--- src/common/core_pkg.sv ---
package core_pkg;

    // datapath width of the integer core
    localparam int XLEN = 32;

    // width of the reorder buffer tag carried by execution records
    localparam int TAG_LEN = 4;

    typedef logic [XLEN-1:0]    word_t;
    typedef logic [TAG_LEN-1:0] tag_t;

    // operations seen by the back end
    typedef enum logic [3:0] {
        OP_ADD,
        OP_SUB,
        OP_AND,
        OP_OR,
        OP_XOR,
        OP_SLT,
        OP_BEQ,
        OP_BNE,
        OP_MULT,
        OP_LOAD,
        OP_STORE
    } op_t;

    // issued alu or branch operation
    typedef struct packed {
        logic  valid;
        tag_t  rob_addr;
        op_t   op;
        word_t a;
        word_t b;
        word_t target;
    } alu_req_t;

    // issued multiply
    typedef struct packed {
        logic  valid;
        tag_t  rob_addr;
        word_t a;
        word_t b;
    } mult_req_t;

    // completion records
    typedef struct packed {
        logic  valid;
        tag_t  rob_addr;
        word_t result;
        logic  taken;
        word_t target;
    } alu_done_t;

    typedef struct packed {
        logic  valid;
        tag_t  rob_addr;
        word_t hi;
        word_t lo;
    } mult_done_t;

    // memory unit record with the effective address and load or store data
    typedef struct packed {
        logic  valid;
        tag_t  rob_addr;
        word_t addr;
        word_t data;
    } mem_done_t;

endpackage

--- src/hdl/alu_unit.sv ---
module alu_unit
    import core_pkg::*;
(
    input  logic      clk,
    input  logic      rst_n,
    input  alu_req_t  alu_req,
    output alu_done_t alu_done
);

    word_t result;
    logic  taken;

    always_comb begin
        result = '0;
        taken  = 1'b0;
        case (alu_req.op)
            OP_ADD: result = alu_req.a + alu_req.b;
            OP_SUB: result = alu_req.a - alu_req.b;
            OP_AND: result = alu_req.a & alu_req.b;
            OP_OR:  result = alu_req.a | alu_req.b;
            OP_XOR: result = alu_req.a ^ alu_req.b;
            OP_SLT: begin
                // signed compare gives 0 or 1
                result = {{(XLEN-1){1'b0}}, $signed(alu_req.a) < $signed(alu_req.b)};
            end
            OP_BEQ: taken = alu_req.a == alu_req.b;
            OP_BNE: taken = alu_req.a != alu_req.b;
            default: begin
                result = '0;
                taken  = 1'b0;
            end
        endcase
    end

    always_ff @(posedge clk or negedge rst_n) begin
        if (!rst_n) begin
            alu_done.valid <= 1'b0;
        end else begin
            alu_done.valid    <= alu_req.valid;
            alu_done.rob_addr <= alu_req.rob_addr;
            alu_done.result   <= result;
            alu_done.taken    <= taken;
            // target goes through untouched for the redirect
            alu_done.target   <= alu_req.target;
        end
    end

endmodule

--- config.mk ---
export PLATFORM = sky130hd
export DESIGN_NAME = alu_unit
export DESIGN_NICKNAME = d
export VERILOG_FILES = /design/src/common/core_pkg.sv /design/src/hdl/alu_unit.sv
export SDC_FILE = /design/constraint.sdc
export NUM_CORES = 1
export LEC_CHECK = 0
export BUFFER_PORTS_ARGS = -buffer_cell sky130_fd_sc_hd__buf_2
export CORE_ASPECT_RATIO = 0.75
export CORE_MARGIN = 8
export CORE_UTILIZATION = 30
export DETAILED_ROUTE_END_ITERATION = 7
export HOLD_SLACK_MARGIN = 0.06
export SYNTH_ARGS = -nofsm -noshare
export SYNTH_HDL_FRONTEND = slang
export SYNTH_SLANG_ARGS = --single-unit
export TNS_END_PERCENT = 20
--- constraint.sdc ---
create_clock -name clk -period 0.8 [get_ports clk]
set_clock_uncertainty 0.2 [all_clocks]
set_input_delay 0.08 -clock clk [delete_from_list [all_inputs] [get_ports clk]]
set_output_delay 0.08 -clock clk [all_outputs]
set_load 0.02 [all_outputs]
Word-level counts from Yosys, hierarchy flattened
Index checks and enable logic that the tools add are counted.
- logic and storage cells: 23
- output and inout bits: 70
- register bits after elaboration: 70
- add/subtract/negate cells: 2
- reductions and logical operators: 1
- bitwise operators: 3
- $lt $le $gt $ge: 1
- equal/unequal tests: 9
- muxes and demuxes: 2
- operators by type and width (kind ; number):
    $pmux W32 S6 ; 1
    $add A32 B32 Y32 ; 1
    $and A32 B32 Y32 ; 1
    $eq A32 B32 Y1 ; 1
    $lt A32 B32 Y1 ; 1
    $ne A32 B32 Y1 ; 1
    $or A32 B32 Y32 ; 1
    $sub A32 B32 Y32 ; 1
    $xor A32 B32 Y32 ; 1
    $eq A4 B3 Y1 const B ; 4
    $eq A4 B2 Y1 const B ; 2
    $eq A4 B1 Y1 const B ; 1
    $logic_not A4 Y1 ; 1
    $pmux W1 S2 ; 1

Longest topological paths before layout
- depth after elaboration: 2
- gate-level depth with buffers: 12
- mapped depth without buffers: 12

Worst setup path before layout
OpenSTA, ideal clock, no wires.
- kind: input to register
- start point: in alu_req[40] (netlist bit)
- end point: reg alu_done[63] (netlist bit), data pin
- arrival: 2.407 ns
- cell stages on the path: 11
- slack: -2.067 ns
- required time: 0.339 ns
- setup time: 0.261 ns
- cells stage by stage: inv_1 -> ha_1 -> buf_6 -> or3_1 -> a2111oi_2 -> o31a_2 -> o211ai_2 -> o21ai_2 -> a41oi_1 -> xnor2_1 -> a221o_1
- word-level cells in the longest chain between the ends: 2
- elaborated cells on any way between the ends: 3
- those cells by class: 2 x add/sub; 1 x mux
- RTL lines (what ; RTL line ; source):
    start: declaration ; alu_unit.sv:6 ; input alu_req_t alu_req,
    $sub A32 B32 Y32 / $add A32 B32 Y32 (equally long branches) ; alu_unit.sv:18, alu_unit.sv:17 ;
    $pmux W32 S6 * ; alu_unit.sv:16 ; case (alu_req.op)
    net result[30] ; alu_unit.sv:10 ; word_t result;
    end: declaration ; alu_unit.sv:7 ; output alu_done_t alu_done
Mark *: on every way through the listed nets, which the timed path passes. The rest lies on a longest branch.
A chain may end at the register's enable or synchronous reset.

Worst setup path after layout
- start point: in alu_req[33] (netlist bit)
- end point: reg alu_done[64] (netlist bit), data pin
The elaborated chain is that of the path after synthesis.

==> results.toml <==
[status]
status = "finished with violations"
violations = "negative hold slack, negative setup slack"

[yosys]
async_flop_share_pct = 1.43
synthFlopType = "edfxtp_1"
syn_inst = 884
synth_edf_count = 69
yosys.area.top_type_share_pct = 27.6
syn_area_um2 = 7510
yosysWarnings = 0
ys_ff_latch = 70
synth_nets = 1095
ys_top_cells_by_area = "edfxtp_1, ha_1, a21oi_1"
synth-seq-area-share_pct = 27.9
syn_area_per_cell_um2 = 8.50
yosysTopAreaCell = "edfxtp_1"
yosysUniqueCellTypes = 86

[finish]
utilization_pct = 53.2
finalNetCount = 1628
fin_cells = 1760
largest_reg_flops = 70
syn_to_final_growth_pct = 75.5
reg_top3 = "alu_done (70)"
antenna_cells = 0
mostFrequentLayoutCell = "buf_4"
final_cell_mix = "buf_4, buf_2, ha_1, edfxtp_1, nand2_1"
top_register = "alu_done"
drive_above_1_share_pct = 52.5

[routing]
drc = 0
dr.first_iter.drc_count = 740
routed_wl_um = 32900
post_drt_wl_per_cell_um = 18.7
routed-via-count = 9159
drt_first_pass_iters = 5
viasPerCell = 5.20
ant_nets = 0

[grt]
grt_use_total_pct = 20.5
grt_max_degree = 39
grt_util_met1_pct = 29.7
grt-busiest-layer = "met2"
antenna_found_initial = 1
overflow = 0
grt_pass1_vias = 8815
use_met3_pct = 4.43
grtUsageMet2_pct = 30.7
grt_pass1_wl_um = 49400

[place]
dp_cells = 1690
place_ws_ps = -2310
dp_hpwl_um = 25700
finalWeightedCongestion = 0.927
port_buffers = 176

[floorplan]
die_h_um = 153
die_area_um2 = 30400
top_level_ports = 177
rows = 50
initial_core_util_pct = 30.3
die_w_um = 199
core_area_um2 = 24800

[sta]
rsz0062_at_grt = "true"
hold_viol = 31
setup_ws_ps = -1800
setup_viol = 109
timing.final.max_slew_violations = 0
worst_slew_pin_slew_ps = 484
fmax_mhz = 384
period_share_pct = 325
period_minus_slack_ps = 2600
fin_hold_ws_ps = -449
maxSlewHeadroom_pct = 67.4

[critical_path]
crit_chain = "buf_8, clkinvlp_4, ha_4, o21ba_4, or4_4, a211oi_4, o31ai_4, a211oi_4, o211ai_1, a311o_1, o2bb2ai_1"
cp_slowest_stage_delay_ps = 440
cp.arrival_ps = 2500
worst_setup_path_start_kind = "input port"
critPathCaptureType = "flip-flop"
crit_top_cell = "a211oi_4"
worst-setup-path-type = "input port to flip-flop"
critical_path.top_delay_family = "compound AO/OA/AOI/OAI gates"
required_ps = 690
cp_slowest_cell = "or4_4"
path_max_fanout = 4
crit_buf_inv = 2

[job]
drv_cap = 0

[clocking]
cts_buffers = 9
cts.sinks = 70
cts_buffer_depth = 2
clk_root_buffer_cell = "clkbuf_16"
clk_pin_slew_worst_paths_ps = 60
cts_tree = "done"
ctsHtreeMaxLevel = 3

[power_and_ir_drop]
internal_power_w = 0.0115
power_frac_seq_pct = 25.9
switchingPower_w = 0.00622
ir_worst_vdd_v = 0.00104
p_per_area_nw_per_um2 = 1340
clock_power_share_pct = 28.4
swShare_pct = 35.2
p_leak_nw = 6.05
comb_power_share_pct = 45.7

[hold_path]
hold_path.class = "input port to async pin"
worst paths after layout:
path | startpoint | endpoint | slack [ps] | cells after the start
worst max-delay path | alu_req[33] | alu_done[64] | -1800 | 11
worst min-delay path | rst_n | alu_done[69] | -450 | 2
max in group asynchronous | rst_n | alu_done[69] | 640 | 2
min in group clk | alu_req[2] | alu_done[2] | -300 | 1
area by class of cell:
type,count,area (um^2)
multi-input cells,672,5740
flip-flops and latches,70,2100
clock inverters,7,128
inverters,94,404
well taps,338,423
fillers,2297,11600
repair buffers,570,4160
clock buffers,9,225
cell families (layout without fill, tap and decap cells):
logic type	count (synthesis)	in the layout	share of synthesized area [%]
simple gates	253	253	16.8
flops	70	70	27.9
mux	3	3	0.416
fa+ha+maj	104	104	17.5
buf+inv	142	680	7.83
xor+xnor	3	3	0.350
compound gates	309	309	29.2
cell usage after synthesis (5+ instances only):
cell type,instances
a211oi_1,13
a21o_1,12
a21oi_1,77
a221o_1,8
a221oi_1,8
a31oi_1,8
a41oi_1,7
and3_1,10
buf_2,12
buf_4,6
clkbuf_1,25
edfxtp_1,69
ha_1,102
inv_1,93
nand2_1,66
nand2b_1,5
nand3_1,17
nand4_1,7
nor2_1,64
nor2b_1,11
nor3_1,23
nor3b_1,5
nor4_1,7
o2111ai_1,7
o211ai_1,13
o21ai_0,51
o21ai_1,7
o21bai_1,13
o221ai_1,14
o22ai_1,6
o31a_1,5
o31ai_1,8
or2_2,5
or3_1,10
power groups by stage:
stage | combinational (W) | clock [W] | sequential (W)
after floorplan | 0.00281 | 0 | 0.00510
after global placement | 0.00660 | 0 | 0.00467
after detailed placement | 0.00667 | 0 | 0.00467
after CTS | 0.00737 | 0.00514 | 0.00459
after global routing | 0.00865 | 0.00528 | 0.00461
final | 0.00808 | 0.00502 | 0.00458
routing by layer:
metal  share of wire [%]  routed length [um]
met1                  47               15400
met2                  43               14100
met3                 9.1                2990
met4                 1.3                 433
met5               0.024                   8
repair_timing:
action	4_1_cts	5_1_grt
hold buffers	5	6
endpoints found under the hold margin	95	77
setup buffers	24	23
pin swaps	79	66
endpoints found under the setup margin	103	107
gates cloned	0	0
resized for setup	138	101
stage by stage:
| step | TNS [ps] | instance area [um^2] | hold slack, ps | power (W) |
|---|---|---|---|---|
| finish | -75770 | 13200 | -449 | 0.0177 |
| global route | -80080 | 13200 | -462 | 0.0185 |
| CTS | -77160 | 12500 | -466 | 0.0171 |
| detailed placement | -79690 | 11400 | -92.7 | 0.0113 |
| global placement | -78940 | 11400 | -95.4 | 0.0113 |
| floorplan | -52730 | 7680 | -416 | 0.00792 |
No activity file was read; power rests on OpenSTA's default activity.
