--- src/common/core_pkg.sv ---
package core_pkg;

    // datapath width of the integer core
    localparam int XLEN = 32;

    // width of the reorder buffer tag carried by execution records
    localparam int TAG_LEN = 4;

    typedef logic [XLEN-1:0]    word_t;
    typedef logic [TAG_LEN-1:0] tag_t;

    // operations seen by the back end
    typedef enum logic [3:0] {
        OP_ADD,
        OP_SUB,
        OP_AND,
        OP_OR,
        OP_XOR,
        OP_SLT,
        OP_BEQ,
        OP_BNE,
        OP_MULT,
        OP_LOAD,
        OP_STORE
    } op_t;

    // issued alu or branch operation
    typedef struct packed {
        logic  valid;
        tag_t  rob_addr;
        op_t   op;
        word_t a;
        word_t b;
        word_t target;
    } alu_req_t;

    // issued multiply
    typedef struct packed {
        logic  valid;
        tag_t  rob_addr;
        word_t a;
        word_t b;
    } mult_req_t;

    // completion records
    typedef struct packed {
        logic  valid;
        tag_t  rob_addr;
        word_t result;
        logic  taken;
        word_t target;
    } alu_done_t;

    typedef struct packed {
        logic  valid;
        tag_t  rob_addr;
        word_t hi;
        word_t lo;
    } mult_done_t;

    // memory unit record with the effective address and load or store data
    typedef struct packed {
        logic  valid;
        tag_t  rob_addr;
        word_t addr;
        word_t data;
    } mem_done_t;

endpackage

--- src/common/rob_pkg.sv ---
package rob_pkg;
    import core_pkg::*;

    // table geometry
    localparam int ROB_DEPTH    = 16;
    localparam int ROB_ADDR_LEN = TAG_LEN;

    // entries allocated and retired per cycle
    localparam int MACHINE_WIDTH = 2;
    localparam int RETIRE_WIDTH  = 2;

    // architectural register index
    localparam int REG_ADDR_LEN = 5;

    typedef logic [ROB_ADDR_LEN-1:0] rob_addr_t;
    // extra msb is the wrap bit
    typedef logic [ROB_ADDR_LEN:0]   rob_ptr_t;
    typedef logic [REG_ADDR_LEN-1:0] reg_addr_t;

    // one instruction from rename
    typedef struct packed {
        logic      valid;
        reg_addr_t dst;
        word_t     pc_plus8;
        op_t       op;
    } rename_slot_t;

    // table entry
    typedef struct packed {
        logic        complete;
        reg_addr_t   dst;
        word_t       pc_plus8;
        op_t         op;
        logic [63:0] data;
        word_t       mem_addr;
        logic        taken;
        word_t       target;
    } rob_entry_t;

    // one retired instruction
    typedef struct packed {
        logic        valid;
        rob_addr_t   rob_addr;
        reg_addr_t   dst;
        logic [63:0] data;
        word_t       pc_plus8;
    } retire_slot_t;

    typedef struct packed {
        logic  valid;
        word_t target;
    } redirect_t;

    // memory write of a retired store
    typedef struct packed {
        logic  valid;
        word_t addr;
        word_t data;
    } store_req_t;

endpackage

--- src/hdl/store_port.sv ---
module store_port
    import rob_pkg::*;
(
    input  logic       clk,
    input  logic       rst_n,
    input  store_req_t store_issue,
    input  logic       d_data_ok,
    output store_req_t mwrite,
    output logic       store_busy
);

    typedef enum logic {
        IDLE,
        WAIT_ACK
    } state_t;

    state_t      state;
    logic [31:0] addr_q;
    logic [31:0] data_q;

    always_ff @(posedge clk or negedge rst_n) begin
        if (!rst_n) begin
            state <= IDLE;
        end else begin
            case (state)
                IDLE: begin
                    if (store_issue.valid) begin
                        state <= WAIT_ACK;
                    end
                end
                WAIT_ACK: begin
                    if (d_data_ok) begin
                        state <= IDLE;
                    end
                end
                default: state <= IDLE;
            endcase
        end
    end

    // write held stable until memory acknowledges
    always_ff @(posedge clk) begin
        if (state == IDLE && store_issue.valid) begin
            addr_q <= store_issue.addr;
            data_q <= store_issue.data;
        end
    end

    assign store_busy   = state == WAIT_ACK;
    assign mwrite.valid = store_busy;
    assign mwrite.addr  = addr_q;
    assign mwrite.data  = data_q;

endmodule

--- config.mk ---
export PLATFORM = sky130hd
export DESIGN_NAME = store_port
export DESIGN_NICKNAME = d
export VERILOG_FILES = /design/src/common/core_pkg.sv /design/src/common/rob_pkg.sv /design/src/hdl/store_port.sv
export SDC_FILE = /design/constraint.sdc
export NUM_CORES = 1
export LEC_CHECK = 0
export BUFFER_PORTS_ARGS = -buffer_cell sky130_fd_sc_hd__buf_2
export CORE_UTILIZATION = 39
export DETAILED_ROUTE_END_ITERATION = 8
export GPL_TIMING_DRIVEN = 0
export PLACE_DENSITY_LB_ADDON = 0.25
export SYNTH_ARGS = -nofsm -noshare
export SYNTH_HDL_FRONTEND = slang
export SYNTH_SLANG_ARGS = --single-unit
--- constraint.sdc ---
create_clock -name clk -period 5.75 [get_ports clk]
set_input_delay 0.575 -clock clk [delete_from_list [all_inputs] [get_ports clk]]
set_output_delay 0.575 -clock clk [all_outputs]
set_load 0.02 [all_outputs]
Word-level counts from Yosys, hierarchy flattened
Index checks and enable logic that the tools add are counted.

operators by class
  mux-type cells = 3
  bitwise logic cells = 1
  reduce and logical (&&, ||, !) cells = 1

operators with widths
  operator           count
  $mux 1             2
  $pmux 1 s2         1
  $logic_and 1x1->1  1
  $not 1->1          1

storage, ports and cells
  register bits after elaboration = 65
  bits of input ports = 68
  word-level logic and storage cells = 8

Depth between registers and ports, before layout
  word-level depth = 2
  gate-level depth with buffers = 2

Worst setup path before layout
No wires, ideal clock.

  path type = in2reg
  start point = input port store_issue[64] (netlist name)
  end point = register addr_q[0], enable pin
  setup time = 0.493 ns
  data arrival time = 3.389 ns
  required time = 5.257 ns
  path slack = 1.868 ns
  cell stages on the path = 1
  path buffers = 0
  path through = nor2b_1

between the ends
  cells in the longest elaborated chain, start to end = 1

ends and longest elaborated chain
  element                 line              source
  start: declaration      store_port.sv:6   input store_req_t store_issue,
  $logic_and 1x1->1       store_port.sv:43  if (state == IDLE && store_issue.valid) begin
  end signal: assignment  store_port.sv:44  addr_q <= store_issue.addr;
  end: declaration        store_port.sv:18  logic [31:0] addr_q;

Every way passes these cells.
A chain may end at the register's enable or synchronous reset.

Final worst setup path
  start point = register state (netlist: store_busy)
  end point = register data_q[1], enable pin

between the ends
  cells in the longest elaborated chain, start to end = 2

ends and longest elaborated chain
  element                   line              source
  start: declaration        store_port.sv:17  state_t state;
  start signal: assignment  store_port.sv:23  state <= IDLE;
  start signal: assignment  store_port.sv:28  state <= WAIT_ACK;
  start signal: assignment  store_port.sv:33  state <= IDLE;
  $not 1->1                 store_port.sv:43
  $logic_and 1x1->1         store_port.sv:43
  end signal: assignment    store_port.sv:45  data_q <= store_issue.data;
  end: declaration          store_port.sv:19  logic [31:0] data_q;

Every way passes these cells.

==> summary.md <==
| Metric | Value |
|---|---|
| Detail Route Antenna Nets | 0 |
| Critical path class | reg -> reg |
| Leakage | about 1.2 nW |
| Clock sinks | 65 |
| Worst EP required | between 5000 and 6000 ps |
| Floorplan row count | 25 |
| CP Buf/Inv Count | 1 |
| IO buf count | 133 |
| Top cell type by total area after synthesis | edfxtp_1 |
| Drt wl/cell | 12.85 um |
| Critical Path Sink Type | flip-flop |
| Setup_tns | 0 ps |
| Post-synth EDFFs | between 60 and 70 |
| Total CTS buffers | 9 |
| Detailed-route via count | 1,205 |
| First-pass GRT wire length | roughly 5.0 mm |
| RSZ-0062 raised after global routing | no |
| Post-Synth Simple-Gate Area | 0.5083% |
| Syn Nets | 137 |
| Top-area cell type share of the netlist area | 97.59% |
| GRT Resource Usage Total | 13.57% |
| Crit Path Max Fanout | 35 |
| Sequential share of the synthesized area | 98.86% |
| Post-synthesis xor/xnor area fraction | 0% |
| Worst-Margin Slew | 846.9 ps |
| Synthesis Warnings | 0 |
| Height of the die | 73.06 um |
| Main synth FF type | edfxtp_1 |
| #FFs+latches synth | 65 |
| Vias in the first global route | 1,122 |
| Syn Std Cell Area | 1969 um^2 |
| Antenna violations before repair | 0 |
| Min Tclk post-route | roughly 1800 ps |
| Synth cell types | 6 |
| Slew Limit Headroom | a little over two fifths |
| Longest Clk Path Bufs | 2 |
| Fraction of registers with async set/reset | 1.538% |
| Non-filler instance count after layout | 285 |
| CTS tree | done |
| Final Setup Violations | 0 |
| Outcome | complete, no violations |
| Layout cells sized above 1 | 66.97% |
| Worst-Skew Late Latency | 320 ps |
| Sequential Power Share | 58.1% |
| Resized Gates After CTS | 0 |
| Final WL | 3.662 mm |
| Core area | between 4000 and 5000 um^2 |
| Starting Density | 41.15% |
| Max capacitance violation total | 0 |
| Pwr dens | approximately 340 nW/um^2 |
| Arrival time worst endpoint | approximately 1800 ps |
| Syn Area/Cell | 28.54 um^2 |
| Mux share of post-synthesis cell area | 0% |
| Worst Skew | 4.490 ps |
| Most common cell in the netlist | edfxtp_1 |
| Pin count of the biggest net entering global routing | 36 |
| Hold Path Class | in -> reg |
| Psw | 0.0002252 W |
| Width of the chip | about 73 um |
| Max incr delay on CP | roughly 700 ps |
| Max-slew violation count | 0 |
| Fraction of the mapped netlist area in adder cells | 0% |
| Fmax | around 570 MHz |
| Die area | approximately 5300 um^2 |
| Max VDD drop | 248.4 uV |
| Compound-gate portion of the synthesized area | 0.2541% |
| H-tree levels | 3 |
| P&R area growth vs syn | 47.27% |
| Boundary Pins | about 130 |
| Initial DRC Count | 24 |
| Final Hold Viols | 0 |
| GRT overflow | 0 |
| Clock-pin slew of the registers on the worst-case setup and hold paths | 60 ps |
| Final Cycle Share | 30.66% |
| CP Launch Type | flip-flop |
| Antenna cells | 0 |
| Cell family contributing the most delay on the critical path | simple AND/OR/NAND/NOR gates |
| Final #Nets | ~280 |
| DRC viols | 0 |
| Slowest stage cell, crit path | nor2b_4 |
| DP Wirelength | ~2.7 mm |
| Placed insts | 270 |
| Internal power | ~0.00075 W |
| Fillers | around 380 |
| Synth top area cells | edfxtp_1 (98%), dfrtp_1 (1.3%), buf_4 (0.38%) |
| Drt pass-1 iters | 4 |
| CP cell instances | nor2b_4 > buf_12 |
| CTS root buffer | clkbuf_8 |
| Post-Syn Instances | 69 |
| Clock Power Share | 30.5% |
| GP Congestion | 0.6252 |
| Vias per std cell | about 4.2 |
| Combinational power share | 11.4% |
| Net Sw Frac | 23.04% |
| Largest family of logic cells by synthesized area | simple AND/OR/NAND/NOR gates |
==> final timing paths <==
check	from	end	slack, ps	depth (start not counted)
min	store_issue[10]	data_q[10]	420	1
max in group asynchronous	rst_n	store_busy	5120	2
min reg2reg	store_busy	store_busy	590	1
max	store_busy	data_q[1]	3990	2
max reg2reg	store_busy	data_q[1]	3990	2
min in group asynchronous	rst_n	store_busy	550	2
==> logic make-up after synthesis <==
family,count (synthesis)
flops,65
simple gates,2
buf+inv,1
compound gates,1
==> cell usage in the layout (no fill, tap or decap) <==
cell,n
dfrtp_1,1
clkbuf_1,4
dlygate4sd3_1,1
buf_2,133
nor2b_4,1
buf_4,1
edfxtp_1,64
a21oi_1,1
clkinv_2,1
nor2_1,1
buf_12,1
clkbuf_8,9
==> power by group through the flow <==
| stage | registers [W] | logic [W] | clock network [W] |
|---|---|---|---|
| after floorplan | 0.000621 | 0.0000154 | 0 |
| after global placement | 0.000581 | 0.000107 | 0 |
| after detailed placement | 0.000577 | 0.000113 | 0 |
| after CTS | 0.000568 | 0.000113 | 0.000309 |
| after global routing | 0.000570 | 0.000119 | 0.000323 |
| final | 0.000567 | 0.000111 | 0.000298 |
==> metrics by stage <==
stage | worst slack [ps] | total power (W) | instance area, um^2 | utilization, % | hold WS (ps)
after global placement | 767.7 | 0.0006877 | 2719 | 56.81 | 350.9
after global routing | 3908 | 0.001012 | 2900 | 60.60 | 401.6
after detailed placement | 3738 | 0.0006901 | 2746 | 57.39 | 352.9
after CTS | 3964 | 0.0009902 | 2900 | 60.60 | 403.7
after floorplan | 1868 | 0.0006365 | 1969 | - | 279.4
final | 3987 | 0.0009772 | 2900 | 60.60 | 421.8
==> per-layer routing <==
layer / routed length (um) / up-vias / part of all wire, % / GRT usage, %
met2: 1804 / 96 / 49 / 23.25
met1: 1218 / 532 / 33 / 11.23
met3: 516 / 12 / 14 / 7.459
li1: - / 565 / - / -
met5: 0 / - / 0 / 0
met4: 124 / 0 / 3.4 / 11.11
==> what timing repair did <==
action | CTS | global route
hold buffers | 1 | 0
hold endpoints to repair | 1 | 0
setup buffers | 0 | 0
==> registers in the layout (all words and copies together), names as in the netlist <==
name	count
addr_q	32
data_q	32
store_busy	1
==> worst reg2reg max path, delay by kind of cell, from the launching register on <==
kind,cells,cell delay [ps]
DFF,1,440
buffers and inverters,1,300
and+or+nand+nor,1,700
==> cell type report <==
| type | instances | area, um^2 | share of cell area [%] |
|---|---|---|---|
| sequential | 65 | 1947 | 67.13 |
| timing repair buffer | 135 | 695.7 | 23.99 |
| clock buffer | 13 | 138.9 | 4.789 |
| tap | 67 | 83.83 | 2.890 |
| multi-input combinational | 3 | 22.52 | 0.7765 |
| buffer | 1 | 7.507 | 0.2588 |
| clock inverter | 1 | 5.005 | 0.1726 |
(Power assumes the default switching activity.)
